## config.mk

```make
export PLATFORM = sky130hd
export DESIGN_NAME = text_renderer
export DESIGN_NICKNAME = d
export VERILOG_FILES = /design/src/hdl/video_pkg.sv /design/src/hdl/text_renderer.sv
export VERILOG_INCLUDE_DIRS = /design/src /design/src/hdl
export SDC_FILE = /design/constraint.sdc
export NUM_CORES = 1
export LEC_CHECK = 0
export BUFFER_PORTS_ARGS = -buffer_cell sky130_fd_sc_hd__buf_2
export CAP_MARGIN = 30
export CELL_PAD_IN_SITES_DETAIL_PLACEMENT = 1
export CELL_PAD_IN_SITES_GLOBAL_PLACEMENT = 1
export CORE_UTILIZATION = 35
export CTS_BUF_LIST = sky130_fd_sc_hd__clkbuf_2
export DETAILED_ROUTE_END_ITERATION = 12
export PLACE_DENSITY = 0.72
export SETUP_SLACK_MARGIN = 0.02
export SYNTH_ARGS = -nofsm -noshare
export SYNTH_HDL_FRONTEND = slang
export SYNTH_SLANG_ARGS = --single-unit
export TNS_END_PERCENT = 10
```

## constraint.sdc

```tcl
create_clock -name pxl_clk_i -period 3 [get_ports pxl_clk_i]
set_input_delay 0.6 -clock pxl_clk_i [delete_from_list [all_inputs] [get_ports pxl_clk_i]]
set_output_delay 0.6 -clock pxl_clk_i [all_outputs]
set_load 0.03 [all_outputs]
```

## src/hdl/video_settings.svh

```systemverilog
`ifndef VIDEO_SETTINGS_SVH
`define VIDEO_SETTINGS_SVH

// 640x480 horizontal timing, in pixel clocks
`define H_ACTIVE 640
`define H_FRONT 16
`define H_SYNC 96
`define H_BACK 48
`define H_TOTAL (`H_ACTIVE + `H_FRONT + `H_SYNC + `H_BACK)

// vertical timing, in lines
`define V_ACTIVE 480
`define V_FRONT 10
`define V_SYNC 2
`define V_BACK 33
`define V_TOTAL (`V_ACTIVE + `V_FRONT + `V_SYNC + `V_BACK)

// text screen geometry
`define TEXT_COLS 80
`define TEXT_ROWS 30

// each glyph row is shown on LINE_REPEAT scan lines
`define CELL_WIDTH 8
`define GLYPH_ROWS 8
`define LINE_REPEAT 2

// 4 KB video memory, font in the top kilobyte
`define VRAM_ADDR_BITS 12
`define FONT_BASE 12'hC00

`endif

```

## src/hdl/video_pkg.sv

```systemverilog
`default_nettype none

package video_pkg;

    // cpu bus word
    typedef logic [31:0] word_t;

    // one video memory byte
    typedef logic [7:0] byte_t;

    // 0 .. 799
    typedef logic [9:0] h_count_t;

    // 0 .. 524
    typedef logic [9:0] v_count_t;

endpackage

`default_nettype wire

```

## src/hdl/text_renderer.sv

```systemverilog
`timescale 1ns/1ps
`default_nettype none

`include "video_settings.svh"

module text_renderer (
    input  wire logic                       pxl_clk_i,
    input  wire logic                       pxl_rst_i,
    input  wire video_pkg::h_count_t        h_count_i,
    input  wire video_pkg::v_count_t        v_count_i,
    input  wire logic                       active_i,
    input  wire logic                       hsync_i,
    input  wire logic                       vsync_i,
    output wire logic                       vram_select_o,
    output wire logic [`VRAM_ADDR_BITS-1:0] vram_addr_o,
    input  wire video_pkg::byte_t           vram_data_i,
    output wire logic                       pixel_o,
    output wire logic                       de_o,
    output wire logic                       hsync_o,
    output wire logic                       vsync_o
);

    localparam int ADDR_W = `VRAM_ADDR_BITS;
    localparam int H_BITS = $bits(video_pkg::h_count_t);
    localparam int V_BITS = $bits(video_pkg::v_count_t);

    localparam int CELL_SHIFT = $clog2(`CELL_WIDTH);
    localparam int LINE_SHIFT = $clog2(`LINE_REPEAT);
    localparam int ROW_SHIFT = $clog2(`GLYPH_ROWS * `LINE_REPEAT);

    // cell phases: code request, glyph request, glyph on the bus
    localparam logic [CELL_SHIFT-1:0] CHAR_REQ = '0;
    localparam logic [CELL_SHIFT-1:0] GLYPH_REQ = CELL_SHIFT'(1);
    localparam logic [CELL_SHIFT-1:0] GLYPH_READY = CELL_SHIFT'(2);
    localparam logic [CELL_SHIFT-1:0] LAST_PHASE = CELL_SHIFT'(`CELL_WIDTH - 1);

    localparam logic [ADDR_W-1:0] FONT_BASE_ADDR = ADDR_W'(`FONT_BASE);

    // one cell of fetch ahead of the shifter
    localparam int PIPE_LEN = `CELL_WIDTH;

    logic [CELL_SHIFT-1:0]           phase;
    logic [H_BITS-CELL_SHIFT-1:0]    cell_col;
    logic [V_BITS-ROW_SHIFT-1:0]     cell_row;
    logic [ROW_SHIFT-LINE_SHIFT-1:0] glyph_row;

    assign phase = h_count_i[CELL_SHIFT-1:0];
    assign cell_col = h_count_i[H_BITS-1:CELL_SHIFT];
    assign cell_row = v_count_i[V_BITS-1:ROW_SHIFT];
    assign glyph_row = v_count_i[ROW_SHIFT-1:LINE_SHIFT];

    logic in_text;

    assign in_text = active_i && (cell_col < `TEXT_COLS) && (cell_row < `TEXT_ROWS);

    logic [ADDR_W-1:0] char_addr;
    logic [ADDR_W-1:0] glyph_addr;

    assign char_addr = ADDR_W'(cell_row) * ADDR_W'(`TEXT_COLS) + ADDR_W'(cell_col);

    // code byte is on the bus during the glyph request
    assign glyph_addr = FONT_BASE_ADDR + ADDR_W'({vram_data_i[6:0], glyph_row});

    assign vram_select_o = in_text && ((phase == CHAR_REQ) || (phase == GLYPH_REQ));
    assign vram_addr_o = (phase == CHAR_REQ) ? char_addr : glyph_addr;

    video_pkg::byte_t glyph_r;
    video_pkg::byte_t shift_r;
    logic             inv_r;

    always_ff @(posedge pxl_clk_i) begin
        if (phase == GLYPH_REQ) begin
            inv_r <= vram_data_i[7];
        end
        if (phase == GLYPH_READY) begin
            glyph_r <= vram_data_i;
        end
        // reload at the cell boundary, msb is the leftmost pixel
        if (phase == LAST_PHASE) begin
            shift_r <= glyph_r ^ {$bits(video_pkg::byte_t){inv_r}};
        end else begin
            shift_r <= {shift_r[$bits(video_pkg::byte_t)-2:0], 1'b0};
        end
    end

    logic [PIPE_LEN-1:0] active_pipe_r;
    logic [PIPE_LEN-1:0] hsync_pipe_r;
    logic [PIPE_LEN-1:0] vsync_pipe_r;

    logic pixel_r;
    logic de_r;
    logic hsync_r;
    logic vsync_r;

    always_ff @(posedge pxl_clk_i) begin
        if (pxl_rst_i) begin
            active_pipe_r <= '0;
            hsync_pipe_r <= '1;
            vsync_pipe_r <= '1;
            pixel_r <= 1'b0;
            de_r <= 1'b0;
            hsync_r <= 1'b1;
            vsync_r <= 1'b1;
        end else begin
            active_pipe_r <= {active_pipe_r[PIPE_LEN-2:0], active_i};
            hsync_pipe_r <= {hsync_pipe_r[PIPE_LEN-2:0], hsync_i};
            vsync_pipe_r <= {vsync_pipe_r[PIPE_LEN-2:0], vsync_i};
            pixel_r <= active_pipe_r[PIPE_LEN-1] & shift_r[$bits(video_pkg::byte_t)-1];
            de_r <= active_pipe_r[PIPE_LEN-1];
            hsync_r <= hsync_pipe_r[PIPE_LEN-1];
            vsync_r <= vsync_pipe_r[PIPE_LEN-1];
        end
    end

    assign pixel_o = pixel_r;
    assign de_o = de_r;
    assign hsync_o = hsync_r;
    assign vsync_o = vsync_r;

endmodule

`default_nettype wire

```

==> results of run 1 <==
## synthesized netlist by cell type (2+ instances only)
library cell / number / area, um2
dfxtp_1: 36 / 721
or2_2: 18 / 113
nand2_1: 29 / 109
clkbuf_1: 3 / 11.3
fa_1: 2 / 40.0
buf_2: 2 / 10.0
xnor2_1: 11 / 96.3
and2_1: 2 / 12.5
a21o_1: 3 / 22.5
o21ai_0: 3 / 15.0
edfxtp_1: 9 / 270
nand3_1: 3 / 15.0
nor2b_1: 10 / 62.6
ha_1: 11 / 138
and3_1: 3 / 18.8
nor2_1: 3 / 11.3
or3_1: 2 / 12.5
a21oi_1: 5 / 25.0
o21ai_1: 10 / 50.1
## kinds of logic (layout without fill, tap and decap cells)
family	after synthesis	count (layout)	synth area share [%]
XOR/XNOR	12	12	5.64
adder cells (fa/ha/maj)	13	13	9.53
buffers and inverters	7	72	1.61
AO/OA/AOI/OAI	24	24	7.25
multiplexers	1	1	0.537
flip-flops	45	45	53.2
AND/OR/NAND/NOR	77	77	22.3
## state kept, by name, indices dropped and copies added (netlist names)
register / cells
hsync_pipe_r: 8
de_o: 1
glyph_r: 8
pixel_o: 1
vsync_o: 1
vsync_pipe_r: 8
hsync_o: 1
inv_r: 1
shift_r: 8
active_pipe_r: 8
## worst paths after layout
| path | from | to | depth (start not counted) |
|---|---|---|---|
| setup reg to reg | inv_r | shift_r[7] | 2 |
| hold / removal | hsync_i | hsync_pipe_r[0] | 2 |
| hold reg to reg | vsync_pipe_r[3] | vsync_pipe_r[4] | 1 |
| setup / recovery | v_count_i[5] | vram_addr_o[11] | 9 |
## power breakdown
part,internal (uW),total [uW],switching [uW]
clock,146,324,178
sequential,641,649,8.09
combinational,130,268,138
total,917,1240,324
## critical path, cell delays in order
cell	delay, ps
buf_8	100
ha_4	240
ha_4	160
fa_2	370
and3_4	170
or3_4	370
and3_4	200
mux2i_4	160
buf_6	150
## metal layers
metal | global-route usage [%] | vias up
met5 | 0 | -
met4 | 5.03 | 0
met3 | 4.82 | 5
met2 | 27.8 | 30
met1 | 17.4 | 676
li1 | - | 727
## layout make-up
type / count / area share [%]
Timing Repair Buffer: 63 / 15.3
Clock inverter: 2 / 1.53
Clock buffer: 6 / 1.18
Sequential cell: 45 / 39.1
Tap cell: 70 / 3.45
Inverter: 1 / 0.148
Multi-Input combinational cell: 127 / 39.3
## per-stage QoR
step | instance area [um2] | std cells | total power, uW | hold WS, ps
after CTS | 2450 | 313 | 1240 | 336
after detailed placement | 2270 | 304 | 884 | 397
after global routing | 2540 | 314 | 1310 | 319
after floorplan | 1870 | 179 | 795 | 389
final | 2540 | 314 | 1240 | 373
after global placement | 2270 | 304 | 878 | 391
## what timing repair did
item                       in CTS  in global routing
pin swaps                       8                 12
setup endpoints to repair       3                  3
buffers inserted                1                  2
resized for setup              18                 13
==> impl_metrics.ini, run 1 <==
[global_route]
overflow = 0
first_pass_grt_wire_length_mm = 6.44
grt_start_max_net_pins = 28
first_global_vias = 1425
antenna_found_initial = 0
track_usage_pct = 15.5

[timing]
relSlewSlack_pct = 63.8
rsz0062_at_grt = true
timing.final.hold_violations = 0
tightestPinTransition_ps = 541
finClkSkew_ps = 25.9
totalNegativeSetupSlack_ps = -152
max_freq_mhz = 320
fin_crit_sh_pct = 104
timing_max_transition_violations_final = 0
setup_viol = 2
final.setup.worst_slack_ps = -121
period_minus_slack_ps = 3120

[finish]
most_common_cell_after_layout_fill_and_taps_aside = buf_2
postLayoutCoreUtil_pct = 49.7
layout-drive-gt1-share_pct = 45.5
regArea_um2 = 991
commonest_cells_after_routing_fill_and_taps_aside = 43 x buf_2, 36 x dfxtp_1, 29 x nand2_1
area_growth_pct = 36.1
antenna-diode-count = 0
nNetsFinal = 289
multi_input_area_um2 = 998
fillerInstances = 603

[clocking]
cts.root.buffer_cell = clkbuf_2
cts_num_sinks = 45
hold_buffer_count_at_cts = 0
clock_tree.htree_level_count = 2
clock_latency_of_the_later_clocked_register_in_the_worst_skew_pair_ps = 390
max-clock-path-buffers = 2
tritoncts_clock_tree = done
cts_buffers = 5
clk_transition_reported_paths_ps = 210

[detailed_routing]
drtAntennaViolNets = 0
drcViolationCount = 0
finalWirelength_mm = 4.09
vias = 1438
met3_wirelength_um = 202
drt-vias-per-instance = 4.58
met2_length_mm = 2.21
wl_per_cell_um = 13.0
first_iter_violations = 27
detail_route.wirelength.met1_mm = 1.63
top_layer = met4
drt_pass1_iterations = 2

[power]
powerDensity_mw_per_mm2 = 489
ir_worst_vdd_uv = 283
leakage_power_summed_over_all_cells_uw = 0.00106

[floorplanning]
die_width_um = 75.0
floorplan.io_pins = 50
coreArea_mm2 = 0.00511
floorplan.initialDensity_pct = 36.5
placementRows = 26
die_height_um = 75.0
overall_die_area_mm2 = 0.00562

[worst_setup_path]
crit_path_start_kind = input pin
required_ps = 2400
crit_path_end_kind = primary output
regToRegSetupSlack_ps = 1930
crit_arrival_ps = 2520
maximum_net_fanout_on_the_critical_path = 2
critPathKind = in2out

[logic_synthesis]
asyncSetResetFlopFracSynth_pct = 0
synth_cell_types = 33
synth.net_count = 225
synth_edf_count = 9
synthesized_area_divided_by_synthesized_cell_count_um2 = 10.4
synth.cell_area_mm2 = 0.00186
seq_area_frac_synth_pct = 53.2
syn_inst = 179
synth-main-ff-cell = dfxtp_1
ys_ff_latch = 45
count_of_yosys_warnings_during_synthesis = 0

[place]
buffer_ports.inserted = 48
gp_congestion = 0.787
dpl_worst_slack_ps = -363
place.detailed.hpwl_mm = 3.07

[outcome]
run_status = complete, but fails checks
failed_checks = setup timing

[worst_hold_path]
hold_path_class = in2reg

[job]
drv.max_cap_violation_count = 0
Power figures use the tool's default switching activity.
==> run 2: changes to the inputs <==
- PLACE_DENSITY: 0.72 -> not set
- PLACE_DENSITY_LB_ADDON: not set -> 0.1
- TNS_END_PERCENT: 10 -> not set
==> impl_metrics.ini, run 2 (synthesis results as in run 1) <==
[detailed_routing]
drtAntennaViolNets = 0
drt-vias-per-instance = 4.55
drt_pass1_iterations = 4
first_iter_violations = 22
finalWirelength_mm = 3.96
drcViolationCount = 0
vias = 1416
wl_per_cell_um = 12.7

[floorplanning]
overall_die_area_mm2 = 0.00562
coreArea_mm2 = 0.00511
placementRows = 26
floorplan.io_pins = 50
floorplan.initialDensity_pct = 36.5
die_height_um = 75.0
die_width_um = 75.0

[timing]
timing.final.hold_violations = 0
period_minus_slack_ps = 3130
timing_max_transition_violations_final = 0
totalNegativeSetupSlack_ps = -172
rsz0062_at_grt = true
setup_viol = 2
final.setup.worst_slack_ps = -135
finClkSkew_ps = 31.4
fin_crit_sh_pct = 104
tightestPinTransition_ps = 554
relSlewSlack_pct = 62.9
max_freq_mhz = 319

[job]
drv.max_cap_violation_count = 0

[clocking]
clock_tree.htree_level_count = 2
hold_buffer_count_at_cts = 0
clk_transition_reported_paths_ps = 240
cts_buffers = 5
cts_setup_buffers = 0
cts.root.buffer_cell = clkbuf_2
cts_num_sinks = 45
max-clock-path-buffers = 2
tritoncts_clock_tree = done
clock_latency_of_the_later_clocked_register_in_the_worst_skew_pair_ps = 400

[place]
placed_area_mm2 = 0.00226
place.detailed.hpwl_mm = 3.00
gp_congestion = 0.769
buffer_ports.inserted = 48

[finish]
postLayoutCoreUtil_pct = 48.2
area_growth_pct = 32.1
nNetsFinal = 286
final_design_area_no_fill_mm2 = 0.00246
commonest_cells_after_routing_fill_and_taps_aside = 43 x buf_2, 36 x dfxtp_1, 29 x nand2_1
antenna-diode-count = 0
layout-drive-gt1-share_pct = 42.3
most_common_cell_after_layout_fill_and_taps_aside = buf_2

[global_route]
first_pass_grt_wire_length_mm = 6.28
antenna_found_initial = 0
overflow = 0
first_global_vias = 1399
grt_start_max_net_pins = 28
track_usage_pct = 15.3

[power]
power.switching_uw = 333
net_switching_fraction_of_the_power_pct = 26.8
ir_worst_vdd_uv = 220
leakage_power_summed_over_all_cells_uw = 0.00104
p_int_uw = 908
pwr-share-seq_pct = 52.3
p_comb_share_pct = 20.3
clockPowerShare_pct = 27.4
powerDensity_mw_per_mm2 = 504

[worst_setup_path]
critPathKind = in2out
crit_path_end_kind = primary output
maximum_net_fanout_on_the_critical_path = 2
required_ps = 2400
crit_arrival_ps = 2530
crit_path_start_kind = input pin

[outcome]
run_status = complete, but fails checks
failed_checks = setup timing

[worst_hold_path]
hold_path_class = in2reg
==> run 2: layout make-up <==
type,instances,area [um2]
Clock buffer,5,25.0
Sequential cell,45,991
Tap cell,70,87.6
Timing Repair Buffer,60,354
Fill cell,607,2650
Multi-Input combinational cell,127,953
Inverter,1,3.75
Clock inverter,3,47.5
==> run 2: final timing paths <==
path | start | endpoint | slack, ps | depth (start not counted)
setup / recovery | v_count_i[7] | vram_addr_o[11] | -130 | 9
hold / removal | vsync_i | vsync_pipe_r[0] | 370 | 2
setup reg to reg | inv_r | shift_r[2] | 1950 | 2
hold reg to reg | shift_r[7] | pixel_o | 430 | 1
==> run 2: what timing repair did <==
action,4_1_cts,5_1_grt
setup endpoints to repair,3,3
pin swaps,7,2
resized for setup,19,3
==> run 2: power by group through the flow <==
stage	sequential, uW	clock (uW)	combinational [uW]
3_3_place_gp	661	0	212
5_1_grt	653	385	278
4_1_cts	650	351	246
2_1_floorplan	658	0	137
3_5_place_dp	662	0	220
6_report	649	340	252
==> run 2: per-stage QoR <==
stage	setup slack, ps	hold slack, ps	instances	power, uW
floorplan	-182	389	179	795
global placement	-314	390	303	873
detailed placement	-347	394	303	882
CTS	-117	337	311	1250
global route	-188	285	311	1320
finish	-135	371	311	1240
==> run 2: worst max-delay path: stages <==
cell and delay (ps):
buf_8 100, ha_4 240, ha_4 160, fa_2 360
and3_4 170, or3_4 380, and3_4 200, mux2i_2 140
buf_4 180
==> run 2: routing by layer <==
metal	track usage, %	vias to the layer above	wire (um)
met5	0	-	0
met4	5.45	0	55
met3	5.22	6	240
met2	25.9	37	2080
met1	18.1	652	1590
li1	-	721	-
