$ cat src/hdl/video_settings.svh
`ifndef VIDEO_SETTINGS_SVH
`define VIDEO_SETTINGS_SVH

// 640x480 horizontal timing, in pixel clocks
`define H_ACTIVE 640
`define H_FRONT 16
`define H_SYNC 96
`define H_BACK 48
`define H_TOTAL (`H_ACTIVE + `H_FRONT + `H_SYNC + `H_BACK)

// vertical timing, in lines
`define V_ACTIVE 480
`define V_FRONT 10
`define V_SYNC 2
`define V_BACK 33
`define V_TOTAL (`V_ACTIVE + `V_FRONT + `V_SYNC + `V_BACK)

// text screen geometry
`define TEXT_COLS 80
`define TEXT_ROWS 30

// each glyph row is shown on LINE_REPEAT scan lines
`define CELL_WIDTH 8
`define GLYPH_ROWS 8
`define LINE_REPEAT 2

// 4 KB video memory, font in the top kilobyte
`define VRAM_ADDR_BITS 12
`define FONT_BASE 12'hC00

`endif

$ cat src/hdl/video_pkg.sv
`default_nettype none

package video_pkg;

    // cpu bus word
    typedef logic [31:0] word_t;

    // one video memory byte
    typedef logic [7:0] byte_t;

    // 0 .. 799
    typedef logic [9:0] h_count_t;

    // 0 .. 524
    typedef logic [9:0] v_count_t;

endpackage

`default_nettype wire

$ cat src/hdl/vga_timing.sv
`timescale 1ns/1ps
`default_nettype none

`include "video_settings.svh"

module vga_timing (
    input  wire logic                pxl_clk_i,
    input  wire logic                rst_i,
    output wire logic                pxl_rst_o,
    output wire video_pkg::h_count_t h_count_o,
    output wire video_pkg::v_count_t v_count_o,
    output wire logic                active_o,
    output wire logic                hsync_o,
    output wire logic                vsync_o
);

    localparam video_pkg::h_count_t H_LAST =
        video_pkg::h_count_t'(`H_TOTAL - 1);
    localparam video_pkg::h_count_t H_ACTIVE_END =
        video_pkg::h_count_t'(`H_ACTIVE);
    localparam video_pkg::h_count_t H_SYNC_START =
        video_pkg::h_count_t'(`H_ACTIVE + `H_FRONT);
    localparam video_pkg::h_count_t H_SYNC_END =
        video_pkg::h_count_t'(`H_ACTIVE + `H_FRONT + `H_SYNC);

    localparam video_pkg::v_count_t V_LAST =
        video_pkg::v_count_t'(`V_TOTAL - 1);
    localparam video_pkg::v_count_t V_ACTIVE_END =
        video_pkg::v_count_t'(`V_ACTIVE);
    localparam video_pkg::v_count_t V_SYNC_START =
        video_pkg::v_count_t'(`V_ACTIVE + `V_FRONT);
    localparam video_pkg::v_count_t V_SYNC_END =
        video_pkg::v_count_t'(`V_ACTIVE + `V_FRONT + `V_SYNC);

    // rst_i comes from the cpu domain
    logic [1:0] rst_sync_r = 2'b11;

    always_ff @(posedge pxl_clk_i) begin
        rst_sync_r <= {rst_sync_r[0], rst_i};
    end

    assign pxl_rst_o = rst_sync_r[1];

    video_pkg::h_count_t h_count_r;
    video_pkg::v_count_t v_count_r;

    always_ff @(posedge pxl_clk_i) begin
        if (rst_sync_r[1]) begin
            h_count_r <= '0;
            v_count_r <= '0;
        end else if (h_count_r == H_LAST) begin
            h_count_r <= '0;
            // end of line, step the frame
            if (v_count_r == V_LAST) begin
                v_count_r <= '0;
            end else begin
                v_count_r <= v_count_r + 1'b1;
            end
        end else begin
            h_count_r <= h_count_r + 1'b1;
        end
    end

    assign h_count_o = h_count_r;
    assign v_count_o = v_count_r;

    assign active_o = (h_count_r < H_ACTIVE_END) && (v_count_r < V_ACTIVE_END);

    // both syncs active low
    assign hsync_o = !((h_count_r >= H_SYNC_START) && (h_count_r < H_SYNC_END));
    assign vsync_o = !((v_count_r >= V_SYNC_START) && (v_count_r < V_SYNC_END));

endmodule

`default_nettype wire

$ cat config.mk
export PLATFORM = sky130hd
export DESIGN_NAME = vga_timing
export DESIGN_NICKNAME = d
export VERILOG_FILES = /design/src/hdl/video_pkg.sv /design/src/hdl/vga_timing.sv
export VERILOG_INCLUDE_DIRS = /design/src /design/src/hdl
export SDC_FILE = /design/constraint.sdc
export NUM_CORES = 1
export LEC_CHECK = 0
export CORE_MARGIN = 2
export CORE_UTILIZATION = 51
export CTS_CLUSTER_SIZE = 40
export DETAILED_ROUTE_END_ITERATION = 8
export DONT_BUFFER_PORTS = 1
export PLACE_DENSITY = 0.64
export SLEW_MARGIN = 20
export SYNTH_ARGS = -nofsm -noshare
export SYNTH_HDL_FRONTEND = slang
export SYNTH_SLANG_ARGS = --single-unit
export TNS_END_PERCENT = 20
$ cat constraint.sdc
create_clock -name pxl_clk_i -period 3.7 [get_ports pxl_clk_i]
set_input_delay 0.37 -clock pxl_clk_i [delete_from_list [all_inputs] [get_ports pxl_clk_i]]
set_output_delay 0.37 -clock pxl_clk_i [all_outputs]
set_load 0.01 [all_outputs]
==> metrics.md, run 1 <==
| Metric | Value |
|---|---|
| Status | completed |
| Hold Vio Cnt, Final | 0 |
| Cell with the most instances after synthesis | dfxtp_1 |
| Top_reg_cell synth | dfxtp_1 |
| Period minus WS final | 2.05 ns |
| Placeable Area | 0.00194 sq mm |
| Vias in the first global route | 793 |
| Synth async-reset ratio | 0% |
| Unrepaired setup endpoints after global routing | no |
| Area leader, netlist | dfxtp_1 |
| WP data arrival | 2.28 ns |
| Syn-to-layout area delta | 4.90% |
| Seq cells post-synth | 22 |
| H-tree levels | 1 |
| Final setup fails | 0 |
| # port buffers | 0 |
| Hold-fix buffers, CTS | 0 |
| IO Count | 26 |
| Resized cells post-CTS | 0 |
| Worst Path Class, Setup | reg2reg |
| HP Class | in2reg |
| Final core occ | a little under three fifths |
| Reg2reg start | h_count_o[0] |
| Worst-margin pin slew | 0.615 ns |
| Worst-path clk slew | around 0.11 ns |
| DR vias | 865 |
| CTS max path bufs | 2 |
| Flop-to-flop setup slack | 1.65 ns |
| Residual DRC | 0 |
| Iter 0 DRT Violations | 14 |
| Sink Count | 22 |
| R2R depth | 5 |
| Grt total ovfl | 0 |
| Number of library cell types mapped by synthesis | 30 |
| Setup crit end kind | flip-flop |
| Largest net degree at the start of global routing | 12 |
| Crit path to | v_count_o[7] |
| Worst hold slack | between 0.08 and 0.09 ns |
| Rel. slew slack | 58.9% |
| Post-CTS setup repair buffer count | 0 |
| Max-slew violations | 0 |
| Vias per cell | 5.88 |
| Post-Synthesis Net Count | 124 |
| Total negative slack | 0 ns |
| Post-synth top cells | dfxtp_1 (22), nor2_1 (17), nand3_1 (10) |
| Non-filler instance count after layout | 147 |
| Final worst-path cycle share | a little under three fifths |
| Worst R2R End | v_count_o[7] |
| Post-DRT Antenna Nets | 0 |
| Synth area leaders | dfxtp_1 (42%), nor2_1 (6.1%), xnor2_1 (5.9%) |
| Full die area | 0.00243 sq mm |
| Routed WL per cell | 14.4 um |
| Die X | 49.3 um |
| Worst-skew pair later-pin latency | around 0.3 ns |
| Peak supply drop | roughly 230 uV |
| Root Driver | clkbuf_4 |
| Total Wirelength | 2.12 mm |
| P_leak | 0.355 nW |
| FILL cells | a little under 200 |
| Worst setup SP type | flip-flop |
| CTS tree | built |
| Initial Util | a little over half |
| Post-synthesis cell count | 118 |
| Initial antenna violation count | 0 |
| Chip height | 49.3 um |
| Syn Area/Cell | around 8.9 sq um |
| CP startpoint | h_count_o[0] |
| Antenna fix cells | 0 |
| Layout cell share with drive strength beyond 1 | 5.00% |
| Number of flops mapped to enable cells by yosys | 0 |
| Row count | 16 |
| Cells after DPL | 144 |
| Yosys warns | 0 |
| WHS Path Cells | 0 |
| Total track usage | 18.6% |
| Fmax | 488 MHz |
| Hpwl dp | between 1.5 and 2 mm |
| Seq/Total Area, Yosys | 42.1% |
| Worst EP required | 3.93 ns |
| Pwr dens | roughly 330 mW/mm^2 |
| Max-Cap Viols | 0 |
| Nets | about 130 |
| TritonCTS buffer count | 3 |
| Pre-antenna DRT Iters | 4 |
| Area fraction of the dominant cell type after synthesis | 42.1% |
| Final GP Congestion | about 0.83 |
| Worst-path fanout max | 6 |
| Post-synthesis instance area | 0.00105 sq mm |
| First-pass GRT wire length | about 3.5 mm |
| Clock skew | approximately 0.00054 ns |
[worst min-delay path by stage]
| stage | slack (ns) | to | startpoint |
|---|---|---|---|
| finish | 0.09 | rst_sync_r[0] | rst_i |
| global placement | 0.32 | rst_sync_r[1] | rst_sync_r[0] |
| detailed placement | 0.32 | rst_sync_r[1] | rst_sync_r[0] |
| floorplan | 0.31 | rst_sync_r[1] | rst_sync_r[0] |
| CTS | 0.08 | rst_sync_r[0] | rst_i |
| global route | 0.07 | rst_sync_r[0] | rst_i |
[flip-flops by register name, summed over array words and instances, names as in the netlist]
name,flops
v_count_o,10
h_count_o,10
rst_sync_r,2
[through the flow]
step / power [mW] / setup slack (ns) / cell area [sq um]
finish: 0.362 / 1.65 / 1100
global route: 0.376 / 1.46 / 1100
CTS: 0.365 / 1.66 / 1100
detailed placement: 0.262 / 1.69 / 1070
global placement: 0.262 / 1.72 / 1070
floorplan: 0.259 / 1.79 / 1050
[cells in the final DEF, fill, tap and decap left out, types with 4 or more instances in the layout]
cell and n:
nor2_1 17, ha_1 4, inv_1 6, nand2_1 6, nor3_1 4, xor2_1 7
nand3_1 10, a21oi_1 4, xnor2_1 7, dfxtp_1 22, nand4_1 6
[power by group]
part | total [mW] | switching [mW] | internal (mW)
clock | 0.105 | 0.0674 | 0.0379
sequential | 0.248 | 0.00727 | 0.241
combinational | 0.00861 | 0.00531 | 0.00330
[cell families after synthesis]
kind of cell | Yosys count | share of synthesized area, %
simple gates | 62 | 33.4
xor+xnor | 14 | 11.7
mux | 1 | 0.957
fa+ha+maj | 4 | 4.78
compound gates | 8 | 4.43
buf+inv | 7 | 2.63
flops | 22 | 42.1
[area by class of cell]
class	count	area (sq um)	area share [%]
multi-input cells	89	578	52.7
flip-flops and latches	22	440	40.1
well taps	27	33.8	3.08
clock buffers	3	22.5	2.05
inverters	6	22.5	2.05
[worst max-delay path: stages (launching register included)]
cell	delay, ns
dfxtp_1	0.49
ha_1	0.27
nand4_1	0.29
or4_4	0.64
mux2i_1	0.13
nor3_1	0.16
[per-layer routing]
layer	track usage, %	part of all wire (%)	vias up
li1	-	-	427
met1	22.8	46	408
met4	7.62	1.4	0
met2	29.3	47	26
met3	6.75	5.6	4
met5	0	0	-
(Power assumes the default switching activity.)
==> inputs of run 2 (changes only) <==
clock period = 1.92 ns   (was 3.7 ns; I/O delays follow)
==> run 2 against run 1 <==
Non-clock buffer count up 16. Clock-buffer cell count grew 1. Worst hold slack improved by 0.26 ns. Final cell count rose by 12%. Routed wire length increased by 13%. First-iteration DRC count shrank 14%. Largest cell class unchanged. Largest power group unchanged. Highest routed layer unchanged.
==> metrics.md, run 2 (synthesis results as in run 1) <==
| Metric | Value |
|---|---|
| Status | completed |
| Comb pwr share | 4.6% |
| Worst hold slack | 0.342 ns |
| P_int | approximately 0.60 mW |
| Full die area | ~0.0024 sq mm |
| Switching Fraction | 22.5% |
| HP Class | reg2reg |
| Layout cell share with drive strength beyond 1 | 18.2% |
| Largest net degree at the start of global routing | 13 |
| Sink Count | 22 |
| Period minus WS final | 1.82 ns |
| Vias per cell | around 5.7 |
| Row count | 16 |
| Worst EP required | 2.18 ns |
| WHS Path Cells | 0 |
| R2R depth | 4 |
| Final worst-path cycle share | 95.0% |
| Fraction of power consumed by sequential logic | 61.3% |
| Total track usage | 21.5% |
| Nets | between 100 and 150 |
| Antenna fix cells | 0 |
| DR vias | 932 |
| Worst R2R End | v_count_o[7] |
| H-tree levels | 1 |
| Post-DRT Antenna Nets | 0 |
| Post-CTS setup repair buffer count | 0 |
| Final worst slack | 0.0961 ns |
| Clock skew | just over 0.009 ns |
| Total Wirelength | 2.40 mm |
| Worst-path fanout max | 3 |
| FILL cells | just over 200 |
| Pwr dens | 619 mW/mm^2 |
| Pre-antenna DRT Iters | 4 |
| IO Count | 26 |
| WP data arrival | 2.08 ns |
| Total negative slack | 0 ns |
| Clock power frac | approximately 34% |
| Slowest CP cell | or4b_1 |
| Critical Path Stages | 4 |
| Vias in the first global route | 865 |
| Max-slew violations | 0 |
| Hold Vio Cnt, Final | 0 |
| Rel. slew slack | 72.7% |
| Worst Path Buf+Inv | 0 |
| Worst-path clk slew | 0.13 ns |
| Peak supply drop | 445 uV |
| P_leak | 0.448 nW |
| Crit path to | v_count_o[7] |
| Max-Cap Viols | 0 |
| Hpwl dp | 1.84 mm |
| Reg2reg start | h_count_o[7] |
| Grt total ovfl | 0 |
| Initial Util | between 50% and 60% |
| First-pass GRT wire length | approximately 4.0 mm |
| Switching power total | 0.173 mW |
| Area of the multi-input gates | 584 sq um |
| Chip height | 49.3 um |
| Max incr delay on CP | a little under 0.6 ns |
| Delay-heaviest family, CP | simple AND/OR/NAND/NOR gates |
| Iter 0 DRT Violations | 12 |
| Final GP Congestion | between 0.9 and 1 |
| Leading cell type in the layout, fill and taps excluded | dfxtp_1 |
| DP Worst Slack | 0.106 ns |
| Syn-to-layout area delta | 18.8% |
| Worst-skew pair later-pin latency | around 0.32 ns |
| Worst setup SP type | flip-flop |
| Flop-to-flop setup slack | 0.1 ns |
| Unrepaired setup endpoints after global routing | no |
| Routed WL per cell | approximately 15 um |
| Initial antenna violation count | 0 |
| Residual DRC | 0 |
| CTS tree | built |
| Register area | roughly 440 sq um |
| TritonCTS buffer count | 3 |
| Die X | 49.3 um |
| Highest-count cells in the layout ignoring fill and taps | dfxtp_1 (20), nor2_1 (17), buf_4 (15) |
| Worst-margin pin slew | 0.407 ns |
| Worst Path Class, Setup | reg2reg |
| Setup crit end kind | flip-flop |
| CTS max path bufs | 2 |
| Cell Chain, Critical Path | or4b_1 -> or4_4 -> mux2i_1 -> nor3_1 |
| Final setup fails | 0 |
| Fmax | 548 MHz |
| CP startpoint | h_count_o[7] |
| Root Driver | clkbuf_4 |
| Placeable Area | 0.00194 sq mm |
| # port buffers | 0 |
run 2: cell count changes in the layout (fill, tap and decap cells not counted), sizes merged:
cell,before,now
buf,0,15
dlygate4sd3,0,1
clkbuf,3,4
run 2: worst min-delay path by stage:
stage	from	slack, ns	endpoint
2_1_floorplan	rst_i	0.22	rst_sync_r[0]
3_3_place_gp	rst_i	0.22	rst_sync_r[0]
3_5_place_dp	rst_i	0.22	rst_sync_r[0]
4_1_cts	rst_sync_r[0]	0.34	rst_sync_r[1]
5_1_grt	rst_sync_r[0]	0.35	rst_sync_r[1]
6_report	rst_sync_r[0]	0.34	rst_sync_r[1]
run 2: area by class of cell:
class | count | share of cell area, %
Sequential cell | 22 | 35.6
Tap cell | 27 | 2.72
Inverter | 6 | 1.81
Timing Repair Buffer | 16 | 9.87
Multi-Input combinational cell | 89 | 47.0
Clock buffer | 4 | 2.92
run 2: timing repair:
action	4_1_cts	5_1_grt
resized for setup	0	3
hold buffers	1	0
setup endpoints to repair	0	2
endpoints found under the hold margin	1	0
run 2: power by group through the flow:
stage | Sequential (mW) | Combinational (mW) | Clock (mW)
finish | 0.471 | 0.0353 | 0.263
global route | 0.472 | 0.0404 | 0.283
CTS | 0.471 | 0.0363 | 0.265
detailed placement | 0.481 | 0.0346 | 0
global placement | 0.481 | 0.0320 | 0
floorplan | 0.485 | 0.0138 | 0
run 2: per-layer routing:
| layer | wire (um) | global-route usage (%) | vias to the layer above |
|---|---|---|---|
| met3 | 117 | 4.60 | 5 |
| met2 | 1150 | 34.5 | 22 |
| met5 | 0 | 0 | - |
| met1 | 1090 | 27.4 | 448 |
| li1 | - | - | 457 |
| met4 | 44 | 10.0 | 0 |
run 2: metrics by stage:
| stage | util, % | power [mW] | cell area (sq um) | std cells |
|---|---|---|---|---|
| floorplan | - | 0.499 | 1050 | 118 |
| global placement | 61.1 | 0.513 | 1190 | 159 |
| detailed placement | 61.1 | 0.516 | 1190 | 159 |
| CTS | 63.5 | 0.772 | 1230 | 164 |
| global route | 64.0 | 0.796 | 1240 | 164 |
| finish | 64.0 | 0.769 | 1240 | 164 |
run 2: worst register-to-register path, cell delays in order (launching register included):
cell	delay (ns)
dfxtp_1	0.33
or4b_1	0.59
or4_4	0.56
mux2i_1	0.13
nor3_1	0.16
==> inputs of run 3 (changes only) <==
PLACE_DENSITY = default   (was 0.64)
PLACE_DENSITY_LB_ADDON = 0.2   (was default)
==> run 3 against run 2 <==
Non-clock buffer count unchanged. Routed wire length decreased by 5.8%. Utilization decreased by 0.90 points. Largest cell class unchanged. Final cell count decreased by 0.61%. Via count decreased by 1.3%. Register-to-register slack about the same. Clock skew decreased by 0.0021 ns. Setup slack improved by 0.013 ns. Global-route usage decreased by 0.19 points. Combinational power increased by 5%. Critical endpoint is now vsync_o.
==> metrics.md, run 3 (synthesis results as in run 1) <==
| Metric | Value |
|---|---|
| Grt total ovfl | 0 |
| Comb pwr share | about 5.2% |
| FILL cells | 193 |
| Pwr dens | 580 mW/mm^2 |
| Total track usage | 21.3% |
| Clock power frac | 28.7% |
| Post-CTS setup repair buffer count | 0 |
| Die X | around 50 um |
| HP Class | reg2reg |
| Final setup fails | 0 |
| CTS tree | built |
| H-tree levels | 1 |
| Worst Path Class, Setup | reg2out |
| Fraction of power consumed by sequential logic | 66.0% |
| Worst R2R End | v_count_o[7] |
| Met3 usage | 6.75% |
| Total negative slack | 0 ns |
| WHS Path Cells | 0 |
| Routed WL per cell | approximately 14 um |
| GRT busiest layer | met1 |
| Peak supply drop | 429 uV |
| Post-DRT Antenna Nets | 0 |
| Chip height | 49.3 um |
| Period minus WS final | between 1.5 and 2 ns |
| Layout cell share with drive strength beyond 1 | 16.9% |
| Syn-to-layout area delta | 17.1% |
| Initial Util | 53.9% |
| Flop-to-flop setup slack | about 0.11 ns |
| P_leak | 0.442 nW |
| P_int | between 0.5 and 0.6 mW |
| R2R depth | 4 |
| Placeable Area | 0.00194 sq mm |
| Setup crit end kind | primary output |
| Met2 usage | ~30% |
| Highest-count cells in the layout ignoring fill and taps | dfxtp_1 (21), nor2_1 (17), buf_4 (15) |
| Status | completed |
| Hold wc startpoint | rst_sync_r[0] |
| IO Count | 26 |
| Sink Count | 22 |
| Root Driver | clkbuf_4 |
| Vias per cell | about 5.6 |
| Nets | 144 |
| Clock skew | between 0.007 and 0.008 ns |
| Full die area | 0.00243 sq mm |
| Worst-path fanout max | 6 |
| Switching Fraction | between 20 and 25% |
| Max-slew violations | 0 |
| Fmax | 552 MHz |
| CTS max path bufs | 2 |
| Total Wirelength | 2.26 mm |
| Pre-antenna DRT Iters | 4 |
| Final core occ | a little over three fifths |
| Antenna fix cells | 0 |
| Hpwl dp | about 1.7 mm |
| Final GP Congestion | 0.894 |
| Worst-skew pair later-pin latency | about 0.31 ns |
| WP data arrival | 1.62 ns |
| Worst-margin pin slew | 0.379 ns |
| Vias in the first global route | 863 |
| TritonCTS buffer count | 3 |
| Reg2reg start | h_count_o[7] |
| Largest net degree at the start of global routing | 12 |
| GR Layer Usage met1 | 29.7% |
| Worst-path clk slew | 0.11 ns |
| Initial antenna violation count | 0 |
| Switching power total | 0.157 mW |
| DR vias | 920 |
| Iter 0 DRT Violations | 13 |
| Row count | 16 |
| Max-Cap Viols | 0 |
| Unrepaired setup endpoints after global routing | no |
| Final worst-path cycle share | between 90% and 100% |
| Worst EP required | 1.73 ns |
| Worst setup SP type | flip-flop |
| Residual DRC | 0 |
| Leading cell type in the layout, fill and taps excluded | dfxtp_1 |
| First-pass GRT wire length | 4.03 mm |
| Hold Crit Endpoint | rst_sync_r[1] |
| # port buffers | 0 |
| Rel. slew slack | about three quarters |
| Hold Vio Cnt, Final | 0 |
==> run 3: changes by cell type in the layout (fill, tap and decap cells not counted) <==
cell and delta:
dfxtp_2 -1, clkbuf_8 -1, or4b_1 -1, dfxtp_1 +1
nor4b_1 +1, or4b_4 +1, nor4b_2 -1
==> run 3: layout make-up <==
| class | count | area, sq um | area share (%) |
|---|---|---|---|
| Sequential cell | 22 | 442 | 36.1 |
| Tap cell | 27 | 33.8 | 2.76 |
| Inverter | 6 | 22.5 | 1.84 |
| Clock buffer | 3 | 22.5 | 1.84 |
| Multi-Input combinational cell | 89 | 582 | 47.5 |
| Timing Repair Buffer | 16 | 123 | 10.0 |
==> run 3: repair_timing <==
action	CTS	global route
endpoints found under the hold margin	1	0
resized for setup	0	2
hold buffers	1	0
setup endpoints to repair	0	2
==> run 3: metrics by stage <==
step           setup WS [ns]  cell area (sq um)  power (mW)  cells  hold WS (ns)
2_1_floorplan        0.00608               1050       0.499    118         0.220
3_3_place_gp           0.128               1190       0.514    159         0.220
3_5_place_dp           0.102               1190       0.516    159         0.220
4_1_cts               0.0694               1220       0.718    163         0.340
5_1_grt             0.000629               1220       0.743    163         0.355
6_report               0.109               1220       0.711    163         0.338
==> run 3: worst max-delay path by stage <==
stage	startpoint	end	depth (start not counted)
2_1_floorplan	h_count_o[7]	v_count_o[7]	5
3_3_place_gp	h_count_o[7]	v_count_o[7]	4
3_5_place_dp	h_count_o[7]	v_count_o[7]	4
4_1_cts	h_count_o[7]	v_count_o[7]	4
5_1_grt	v_count_o[6]	vsync_o	2
6_report	v_count_o[6]	vsync_o	2
==> run 3: metal layers <==
layer / vias up / share of wire [%]
met3: 13 / 6.9
met1: 410 / 47
met5: - / 0
met2: 38 / 43
met4: 0 / 3.0
li1: 459 / -
==> run 3: power by group through the flow <==
stage,registers (mW),logic [mW],clock network [mW]
6_report,0.470,0.0371,0.204
5_1_grt,0.471,0.0416,0.230
4_1_cts,0.470,0.0377,0.211
3_5_place_dp,0.480,0.0360,0
3_3_place_gp,0.480,0.0345,0
2_1_floorplan,0.485,0.0138,0
==> run 3: critical path: stages, from the launching register on <==
cell,delay (ns)
dfxtp_1,0.52
nand4_1,0.23
or4_1,0.58
